--- src/hyper_ctrl_pkg.sv ---
// widths, timing constants and memory-select codes of the hyperbus transaction controller
package hyper_ctrl_pkg;

    ////////////////////////////////////////////////////////////////////////////
    // field widths
    ////////////////////////////////////////////////////////////////////////////

    // transfer size in bytes, also used for burst and remaining beat counts
    localparam int SIZE_WIDTH     = 16;
    localparam int ADDR_WIDTH     = 32; // byte address
    localparam int RECOVERY_WIDTH = 8;  // read-write recovery time in cycles
    localparam int MASK_WIDTH     = 2;  // one bit per byte of a 16-bit beat
    localparam int NR_CS          = 2;  // flash and ram chip selects
    localparam int MEM_SEL_WIDTH  = 2;

    ////////////////////////////////////////////////////////////////////////////
    // memory select
    ////////////////////////////////////////////////////////////////////////////

    // every code other than hyperflash selects hyperram
    localparam logic [MEM_SEL_WIDTH-1:0] MEM_SEL_FLASH = 2'b01;

    ////////////////////////////////////////////////////////////////////////////
    // timing
    ////////////////////////////////////////////////////////////////////////////

    // wait after a register-space write is handed to the phy
    localparam logic [RECOVERY_WIDTH-1:0] T_REG_W = 8'd4;

    // recovery time until the first request sets its own
    localparam logic [RECOVERY_WIDTH-1:0] T_RW_RECOVERY_RST = 8'd6;

endpackage

--- src/hyper_txn_if.sv ---
// captured transaction and progress strobes shared by the controller submodules
`timescale 1ns/1ps

interface hyper_txn_if;
    import hyper_ctrl_pkg::*;

    // captured request
    logic [SIZE_WIDTH-1:0] size;
    logic [ADDR_WIDTH-1:0] addr;
    logic                  rw;       // 1: read, 0: write

    // progress strobes from the fsm
    logic                  setup;    // state is SETUP
    logic                  load;     // SETUP of a memory transaction
    logic                  xfer;     // read or write transfer state
    logic                  idle;
    logic                  finish;   // state is END

    // beat progress from the counter
    logic                  beat;     // handshake of the active direction
    logic [SIZE_WIDTH-1:0] remaining;
    logic                  done;

    modport fsm_mp (
        output size, addr, rw, setup, load, xfer, idle, finish,
        input  done
    );

    modport counter_mp (
        input  size, addr, rw, load, xfer, finish,
        output beat, remaining, done
    );

    modport mask_mp (
        input  size, addr, rw, setup, idle, beat, remaining
    );

endinterface

--- src/hyper_txn_fsm.sv ---
// request capture, controller fsm, register-write wait, recovery counter and chip-select decode
`timescale 1ns/1ps

module hyper_txn_fsm
(
    input  logic                                        clk_i,
    input  logic                                        rst_ni,

    // request port
    input  logic                                        trans_valid_i,
    output logic                                        trans_ready_o,
    input  logic [hyper_ctrl_pkg::SIZE_WIDTH-1:0]       size_i,
    input  logic [hyper_ctrl_pkg::ADDR_WIDTH-1:0]       addr_i,
    input  logic                                        rw_i,
    input  logic                                        addr_space_i,
    input  logic [hyper_ctrl_pkg::MEM_SEL_WIDTH-1:0]    mem_sel_i,
    input  logic [hyper_ctrl_pkg::RECOVERY_WIDTH-1:0]   t_rw_recovery_i,

    // phy handover
    output logic                                        phy_trans_valid_o,
    input  logic                                        phy_trans_ready_i,

    // captured request
    output logic [hyper_ctrl_pkg::SIZE_WIDTH-1:0]       ctrl_size_o,
    output logic [hyper_ctrl_pkg::ADDR_WIDTH-1:0]       ctrl_addr_o,
    output logic                                        ctrl_rw_o,
    output logic                                        ctrl_addr_space_o,
    output logic [hyper_ctrl_pkg::RECOVERY_WIDTH-1:0]   ctrl_t_rw_recovery_o,

    output logic [hyper_ctrl_pkg::NR_CS-1:0]            trans_cs_o,

    hyper_txn_if.fsm_mp                                 txn
);
    import hyper_ctrl_pkg::*;

    enum logic [2:0] {IDLE, SETUP, REG_W, READ, WRITE, END} state_q;

    logic [SIZE_WIDTH-1:0]     r_size;
    logic [ADDR_WIDTH-1:0]     r_addr;
    logic                      r_rw;
    logic                      r_addr_space;
    logic [MEM_SEL_WIDTH-1:0]  r_mem_sel;
    logic [RECOVERY_WIDTH-1:0] r_t_rw_recovery;

    logic [RECOVERY_WIDTH-1:0] cnt_reg_w;
    logic [RECOVERY_WIDTH-1:0] cnt_rw_recovery;
    logic [RECOVERY_WIDTH-1:0] recovery_start;
    logic                      accept;
    logic                      handover;
    logic                      reg_write;

    assign accept    = trans_valid_i & trans_ready_o;
    assign handover  = phy_trans_valid_o & phy_trans_ready_i;
    assign reg_write = r_addr_space & ~r_rw; // register-space write, no data phase

    // END takes the recovery time, but never less than one cycle
    assign recovery_start = (r_t_rw_recovery > RECOVERY_WIDTH'(1)) ?
                            r_t_rw_recovery - RECOVERY_WIDTH'(1) : '0;

    ////////////////////////////////////////////////////////////////////////////
    // request capture
    ////////////////////////////////////////////////////////////////////////////

    always_ff @(posedge clk_i or negedge rst_ni)
    begin
        if (!rst_ni)
        begin
            r_size          <= '0;
            r_addr          <= '0;
            r_rw            <= 1'b0;
            r_addr_space    <= 1'b0;
            r_mem_sel       <= '0;
            r_t_rw_recovery <= T_RW_RECOVERY_RST;
        end
        else if (accept)
        begin
            r_size          <= size_i;
            r_addr          <= addr_i;
            r_rw            <= rw_i;
            r_addr_space    <= addr_space_i;
            r_mem_sel       <= mem_sel_i;
            r_t_rw_recovery <= t_rw_recovery_i;
        end
    end

    ////////////////////////////////////////////////////////////////////////////
    // controller state machine
    ////////////////////////////////////////////////////////////////////////////

    always_ff @(posedge clk_i or negedge rst_ni)
    begin
        if (!rst_ni)
        begin
            state_q           <= IDLE;
            trans_ready_o     <= 1'b1;
            phy_trans_valid_o <= 1'b0;
            cnt_reg_w         <= '0;
            cnt_rw_recovery   <= '0;
        end
        else
        begin
            case (state_q)
                IDLE:
                begin
                    if (accept)
                    begin
                        state_q       <= SETUP;
                        trans_ready_o <= 1'b0;
                    end
                    else
                        trans_ready_o <= 1'b1;
                end
                SETUP:
                begin
                    phy_trans_valid_o <= 1'b1; // held until END
                    if (handover)
                    begin
                        if (reg_write)
                        begin
                            cnt_reg_w <= T_REG_W + RECOVERY_WIDTH'(1);
                            state_q   <= REG_W;
                        end
                        else if (r_rw)
                            state_q <= READ;
                        else
                            state_q <= WRITE;
                    end
                end
                REG_W:
                begin
                    if (cnt_reg_w == '0)
                    begin
                        state_q           <= END;
                        phy_trans_valid_o <= 1'b0;
                        cnt_rw_recovery   <= recovery_start;
                    end
                    else
                        cnt_reg_w <= cnt_reg_w - RECOVERY_WIDTH'(1);
                end
                READ, WRITE:
                begin
                    if (txn.done) // last beat has moved
                    begin
                        state_q           <= END;
                        phy_trans_valid_o <= 1'b0;
                        cnt_rw_recovery   <= recovery_start;
                    end
                end
                END:
                begin
                    if (cnt_rw_recovery == '0)
                        state_q <= IDLE;
                    else
                        cnt_rw_recovery <= cnt_rw_recovery - RECOVERY_WIDTH'(1);
                end
                default: state_q <= IDLE;
            endcase
        end
    end

    // progress strobes
    assign txn.setup  = (state_q == SETUP);
    assign txn.load   = (state_q == SETUP) & ~reg_write;
    assign txn.xfer   = (state_q == READ) | (state_q == WRITE);
    assign txn.idle   = (state_q == IDLE);
    assign txn.finish = (state_q == END);

    assign txn.size = r_size;
    assign txn.addr = r_addr;
    assign txn.rw   = r_rw;

    assign ctrl_size_o          = r_size;
    assign ctrl_addr_o          = r_addr;
    assign ctrl_rw_o            = r_rw;
    assign ctrl_addr_space_o    = r_addr_space;
    assign ctrl_t_rw_recovery_o = r_t_rw_recovery;

    // chip select from the captured memory select
    assign trans_cs_o[0] = (r_mem_sel == MEM_SEL_FLASH);  // hyperflash
    assign trans_cs_o[1] = (r_mem_sel != MEM_SEL_FLASH);  // hyperram

endmodule

--- src/hyper_beat_counter.sv ---
// burst length in 16-bit beats and count of the beats still to move
`timescale 1ns/1ps

module hyper_beat_counter
(
    input  logic                                    clk_i,
    input  logic                                    rst_ni,

    // phy data handshakes
    input  logic                                    rx_valid_phy_i,
    input  logic                                    rx_ready_phy_i,
    input  logic                                    tx_valid_phy_i,
    input  logic                                    tx_ready_phy_i,

    output logic [hyper_ctrl_pkg::SIZE_WIDTH-1:0]   trans_burst_o,
    output logic [hyper_ctrl_pkg::SIZE_WIDTH-1:0]   remained_data_o,
    output logic                                    odd_start_o,

    hyper_txn_if.counter_mp                         txn
);
    import hyper_ctrl_pkg::*;

    logic [SIZE_WIDTH-1:0] burst_len;
    logic                  extra_beat;
    logic                  rx_beat;
    logic                  tx_beat;

    assign odd_start_o = txn.addr[0]; // transfer starts on the upper byte

    // a partial beat at either end costs one more beat
    assign extra_beat = txn.size[0] | txn.addr[0];
    assign burst_len  = (txn.size >> 1) + SIZE_WIDTH'(extra_beat);

    assign rx_beat  = rx_valid_phy_i & rx_ready_phy_i;
    assign tx_beat  = tx_valid_phy_i & tx_ready_phy_i;
    assign txn.beat = txn.xfer & (txn.rw ? rx_beat : tx_beat);

    assign txn.remaining = remained_data_o;
    assign txn.done      = (remained_data_o == '0);

    always_ff @(posedge clk_i or negedge rst_ni)
    begin
        if (!rst_ni)
        begin
            trans_burst_o   <= '0;
            remained_data_o <= '0;
        end
        else if (txn.finish)
        begin
            trans_burst_o   <= '0;
            remained_data_o <= '0;
        end
        else if (txn.load)
        begin
            trans_burst_o   <= burst_len;
            remained_data_o <= burst_len;
        end
        else if (txn.beat && !txn.done)
            remained_data_o <= remained_data_o - SIZE_WIDTH'(1);
    end

endmodule

--- src/hyper_mask_gen.sv ---
// head and tail byte masks for hyperbus write bursts
`timescale 1ns/1ps

module hyper_mask_gen
(
    input  logic                                    clk_i,
    input  logic                                    rst_ni,

    output logic [hyper_ctrl_pkg::MASK_WIDTH-1:0]   data_mask_o,

    hyper_txn_if.mask_mp                            txn
);
    import hyper_ctrl_pkg::*;

    logic [MASK_WIDTH-1:0] head_mask;
    logic [MASK_WIDTH-1:0] tail_mask;
    logic                  tail_odd;
    logic                  write_beat;

    ////////////////////////////////////////////////////////////////////////////
    // mask rules
    ////////////////////////////////////////////////////////////////////////////

    // odd start drops the lower byte, a single byte drops the upper one
    assign head_mask = txn.addr[0]                   ? 2'b01 :
                       (txn.size == SIZE_WIDTH'(1))  ? 2'b10 : 2'b00;

    // bit 0 of addr[1:0] + size[1:0], burst ends on the lower byte
    assign tail_odd = txn.addr[0] ^ txn.size[0];

    assign tail_mask = ((txn.remaining <= SIZE_WIDTH'(2)) && tail_odd) ? 2'b10 : 2'b00;

    assign write_beat = txn.beat & ~txn.rw;

    ////////////////////////////////////////////////////////////////////////////
    // mask register
    ////////////////////////////////////////////////////////////////////////////

    always_ff @(posedge clk_i or negedge rst_ni)
    begin
        if (!rst_ni)
            data_mask_o <= '0;
        else if (txn.idle)
            data_mask_o <= '0;
        else if (txn.setup)
            data_mask_o <= head_mask;   // first beat
        else if (write_beat)
            data_mask_o <= tail_mask;   // uses the count before decrement
    end

endmodule

--- src/hyper_ctrl.sv ---
// top level of the hyperbus transaction controller
`timescale 1ns/1ps

module hyper_ctrl
(
    input  logic                                        clk_i,
    input  logic                                        rst_ni,

    // request port
    input  logic                                        trans_valid_i,
    output logic                                        trans_ready_o,
    input  logic [hyper_ctrl_pkg::SIZE_WIDTH-1:0]       size_i,
    input  logic [hyper_ctrl_pkg::ADDR_WIDTH-1:0]       addr_i,
    input  logic                                        rw_i,          // 1: read
    input  logic                                        addr_space_i,
    input  logic [hyper_ctrl_pkg::MEM_SEL_WIDTH-1:0]    mem_sel_i,
    input  logic [hyper_ctrl_pkg::RECOVERY_WIDTH-1:0]   t_rw_recovery_i,

    // phy port
    output logic                                        phy_trans_valid_o,
    input  logic                                        phy_trans_ready_i,
    input  logic                                        rx_valid_phy_i,
    input  logic                                        rx_ready_phy_i,
    input  logic                                        tx_valid_phy_i,
    input  logic                                        tx_ready_phy_i,

    // captured request
    output logic [hyper_ctrl_pkg::SIZE_WIDTH-1:0]       ctrl_size_o,
    output logic [hyper_ctrl_pkg::ADDR_WIDTH-1:0]       ctrl_addr_o,
    output logic                                        ctrl_rw_o,
    output logic                                        ctrl_addr_space_o,
    output logic [hyper_ctrl_pkg::RECOVERY_WIDTH-1:0]   ctrl_t_rw_recovery_o,

    // status
    output logic [hyper_ctrl_pkg::SIZE_WIDTH-1:0]       trans_burst_o,
    output logic [hyper_ctrl_pkg::SIZE_WIDTH-1:0]       remained_data_o,
    output logic [hyper_ctrl_pkg::MASK_WIDTH-1:0]       data_mask_o,
    output logic [hyper_ctrl_pkg::NR_CS-1:0]            trans_cs_o,
    output logic                                        odd_start_o
);

    hyper_txn_if txn ();

    hyper_txn_fsm i_fsm (
        .clk_i                (clk_i),
        .rst_ni               (rst_ni),
        .trans_valid_i        (trans_valid_i),
        .trans_ready_o        (trans_ready_o),
        .size_i               (size_i),
        .addr_i               (addr_i),
        .rw_i                 (rw_i),
        .addr_space_i         (addr_space_i),
        .mem_sel_i            (mem_sel_i),
        .t_rw_recovery_i      (t_rw_recovery_i),
        .phy_trans_valid_o    (phy_trans_valid_o),
        .phy_trans_ready_i    (phy_trans_ready_i),
        .ctrl_size_o          (ctrl_size_o),
        .ctrl_addr_o          (ctrl_addr_o),
        .ctrl_rw_o            (ctrl_rw_o),
        .ctrl_addr_space_o    (ctrl_addr_space_o),
        .ctrl_t_rw_recovery_o (ctrl_t_rw_recovery_o),
        .trans_cs_o           (trans_cs_o),
        .txn                  (txn.fsm_mp)
    );

    hyper_beat_counter i_beat_counter (
        .clk_i           (clk_i),
        .rst_ni          (rst_ni),
        .rx_valid_phy_i  (rx_valid_phy_i),
        .rx_ready_phy_i  (rx_ready_phy_i),
        .tx_valid_phy_i  (tx_valid_phy_i),
        .tx_ready_phy_i  (tx_ready_phy_i),
        .trans_burst_o   (trans_burst_o),
        .remained_data_o (remained_data_o),
        .odd_start_o     (odd_start_o),
        .txn             (txn.counter_mp)
    );

    hyper_mask_gen i_mask_gen (
        .clk_i       (clk_i),
        .rst_ni      (rst_ni),
        .data_mask_o (data_mask_o),
        .txn         (txn.mask_mp)
    );

endmodule

--- config.mk ---
export PLATFORM = sky130hd
export DESIGN_NAME = hyper_ctrl
export DESIGN_NICKNAME = d
export VERILOG_FILES = /design/src/hyper_ctrl_pkg.sv /design/src/hyper_txn_if.sv /design/src/hyper_txn_fsm.sv /design/src/hyper_beat_counter.sv /design/src/hyper_mask_gen.sv /design/src/hyper_ctrl.sv
export SDC_FILE = /design/constraint.sdc
export NUM_CORES = 1
export LEC_CHECK = 0
export BUFFER_PORTS_ARGS = -buffer_cell sky130_fd_sc_hd__buf_2
export CAP_MARGIN = 15
export CORE_AREA = 2 2 112 114
export DETAILED_ROUTE_END_ITERATION = 8
export DIE_AREA = 0 0 114 116
export PLACE_DENSITY_LB_ADDON = 0.08
export SYNTH_ARGS = -nofsm -noshare
export SYNTH_HDL_FRONTEND = slang
export SYNTH_HIERARCHICAL = 1
export SYNTH_SLANG_ARGS = --single-unit
--- constraint.sdc ---
create_clock -name clk_i -period 5.25 [get_ports clk_i]
set_clock_uncertainty 0.1 [all_clocks]
set_input_delay 0.525 -clock clk_i [delete_from_list [all_inputs] [get_ports clk_i]]
set_output_delay 0.525 -clock clk_i [all_outputs]
set_load 0.02 [all_outputs]
==> results.md <==
* Yosys warns at 6
* CTS Root Cell: clkbuf_16
* Hold Fails Final Rpt at 0
* Initial drt markers at just over 400
* CP Launch Type: flop
* Max Fanout on Critical Path at 16
* Initial antenna violation count at 0
* Share of layout cells above drive strength 1 at around two fifths
* Final worst path period need at about 3.3 ns
* # IOs at approximately 170
* Setup TNS at 0 ns
* Period utilization at 62.65%
* Router iterations before antenna repair at 5
* Arrival @ worst endpoint at around 3.4 ns
* Area grow syn2layout at 20.84%
* CTS tree: built
* Met3 Usage GRT at 8.525%
* WL per Instance at 18.09 um
* Setup ws final at ~2.0 ns
* Worst-path clk slew at 0.05 ns
* Global-route wire length before repair at 25.62 mm
* Cell Pwr Density at 287.4 mW/mm2
* P_leak at 0.003748 uW
* Worst Tran Pin Value at 1.105 ns
* # setup viols final at 0
* Nets at 788
* Rel. slew slack at between 20% and 30%
* DR vias/cell at 5.745
* Setup Buffers After CTS at 0
* Total gr overflow at 0
* Clock Power Share at 56.9%
* I/O Buffers at 164
* Antenna-violating nets left at 0
* Gate power share at 1.9%
* Post_cts resized at 0
* Syn nets at 659
* Routability congestion estimate at 0.9015
* Mapped Area at ~0.0062 mm2
* Clock Latency Late Sink at 0.41 ns
* Initial Utilization at 52.11%
* Routed Wire Length at 15.73 mm
* Width of the die at 114 um
* Final core occ at 62.97%
* DR DRC count at 0
* Vias in the first global route at ~5000
* Max-slew violations at 0
* Diodes inserted at 0
* Fmax at 304.0 MHz
* Synthesized area per cell at between 10 and 15 um2
* Cell row count at 40
* Chip height at 116 um
* NetSw at 425.2 uW
* Dpl ws at about 2 ns
* Seq pwr share at between 40 and 50%
* H-tree Lvls at 4
* Crit end category: flop
* Global-route track usage on met1 at 33.04%
* Crit Path Class: flop to flop
* Met2 Use GR at roughly two fifths
* Hold buffers post-CTS at 0
* CTS Sinks at 115
* Die area at 0.01322 mm2
* Hold slack at roughly 0.10 ns
* Max-Cap Viols at 0
* GRT Total Usage at around 25%
* Pin count of the biggest net entering global routing at 65
* Number of buffers created by CTS at 17
* Vias post-DR at 4998
* Maximum VDD drop at 0.0001905 V
* Int Power at about 1700 uW
* Switching fraction of total power at between 10% and 20%
* WP data required at ~5.4 ns
* Core ar. at 0.01191 mm2
* RSZ-0062 raised after global routing: no
* Detailed-placement wirelength estimate at 11.38 mm
* CTS max path bufs at 2
* Post-Syn Instances at 582
* Hold Path Class: input pin to async pin
* Outcome: completed
* GRT busiest layer: met2
## registers in the layout (all words and copies together), names as in the netlist
signal,flops
i_beat_counter/remained_data_o,16
i_beat_counter/trans_burst_o,16
i_fsm/cnt_reg_w,8
i_fsm/cnt_rw_recovery,8
i_fsm/ctrl_addr_o,32
i_fsm/ctrl_addr_space_o,1
i_fsm/ctrl_rw_o,1
i_fsm/ctrl_size_o,16
i_fsm/ctrl_t_rw_recovery_o,8
i_fsm/phy_trans_valid_o,1
i_fsm/r_mem_sel,2
i_fsm/state_q,3
i_fsm/trans_ready_o,1
i_mask_gen/data_mask_o,2
## path summary, 6_finish.rpt
| kind | from | cells after the start | endpoint | slack [ns] |
|---|---|---|---|---|
| max in group asynchronous | rst_ni | 2 | i_fsm/ctrl_addr_o[27]$_DFFE_PN0P_ | 3.79 |
| worst min register to register | i_beat_counter/trans_burst_o[9]$_DFFE_PN0P_ | 1 | i_beat_counter/trans_burst_o[9]$_DFFE_PN0P_ | 0.37 |
| worst min-delay path | rst_ni | 1 | i_fsm/cnt_reg_w[2]$_DFFE_PN0P_ | 0.10 |
| min in group clk_i | addr_i[14] | 2 | i_fsm/ctrl_addr_o[14]$_DFFE_PN0P_ | 0.24 |
| worst max-delay path | i_beat_counter/remained_data_o[0]$_DFFE_PN0P_ | 10 | i_fsm/cnt_rw_recovery[6]$_DFFE_PN0P_ | 1.96 |
| worst max register to register | i_beat_counter/remained_data_o[0]$_DFFE_PN0P_ | 10 | i_fsm/cnt_rw_recovery[6]$_DFFE_PN0P_ | 1.96 |
## stage by stage
step	instance area (um2)	std cells	total power [uW]
2_1_floorplan	6207	582	903.4
5_1_grt	7501	870	2221
4_1_cts	7501	870	2172
3_3_place_gp	6875	839	944.8
6_report	7501	870	2156
3_5_place_dp	6875	839	946.3
## power groups by stage
stage / Sequential, uW / Clock [uW] / Combinational [uW]
floorplan: 903 / 0 / 0.573
global placement: 903 / 0 / 42.2
detailed placement: 903 / 0 / 43.7
CTS: 887 / 1240 / 43.9
global route: 887 / 1290 / 48.6
finish: 887 / 1230 / 41.9
## per-layer routing
metal / wire length [um] / share of wire (%)
met2: 7273 / 46
met5: 0 / 0
met3: 1158 / 7.4
met1: 7037 / 45
met4: 265 / 1.7
## worst max-delay path: stages (launching register included)
cell and delay, ns:
dfrtp_1 0.45, inv_1 0.10, ha_1 0.20, or4b_4 0.49, or2_1 0.38, nor2_1 0.40, nor2_1 0.08, nor3b_1 0.19
a22oi_1 0.34, o21ai_0 0.30, o31ai_1 0.10
## layout by cell type (no fill, tap or decap), types with 3 or more instances in the layout
cell	n
buf_2	163
dfrtp_1	112
mux2_2	63
nor2_1	41
a21oi_1	27
nand2_1	24
o21ai_0	21
nor3_1	19
inv_1	18
clkbuf_16	17
nor4_1	15
xnor2_1	14
o21a_1	11
xor2_1	11
nand4_1	10
nand3_1	10
ha_1	9
nor2b_1	7
or3_1	6
o31ai_1	6
nor3b_1	6
a21boi_0	5
clkinv_2	4
bufinv_16	4
a211oi_1	4
or4_1	4
o31a_1	4
nand2b_1	4
a2111oi_2	4
o21ai_1	4
buf_4	4
clkbuf_8	3
mux2i_1	3
and3_1	3
a31oi_1	3
a21o_1	3
o211ai_1	3
a32o_1	3
dfstp_2	3
## cell type report
cell class / instances / area [um2]
timing repair buffer: 167 / 845.8
fill: 989 / 4410
clock buffer: 21 / 470.5
inverter: 21 / 78.83
multi-input combinational: 389 / 2885
sequential: 115 / 2882
tap: 147 / 183.9
clock inverter: 10 / 155.1
(Power assumes the default switching activity.)
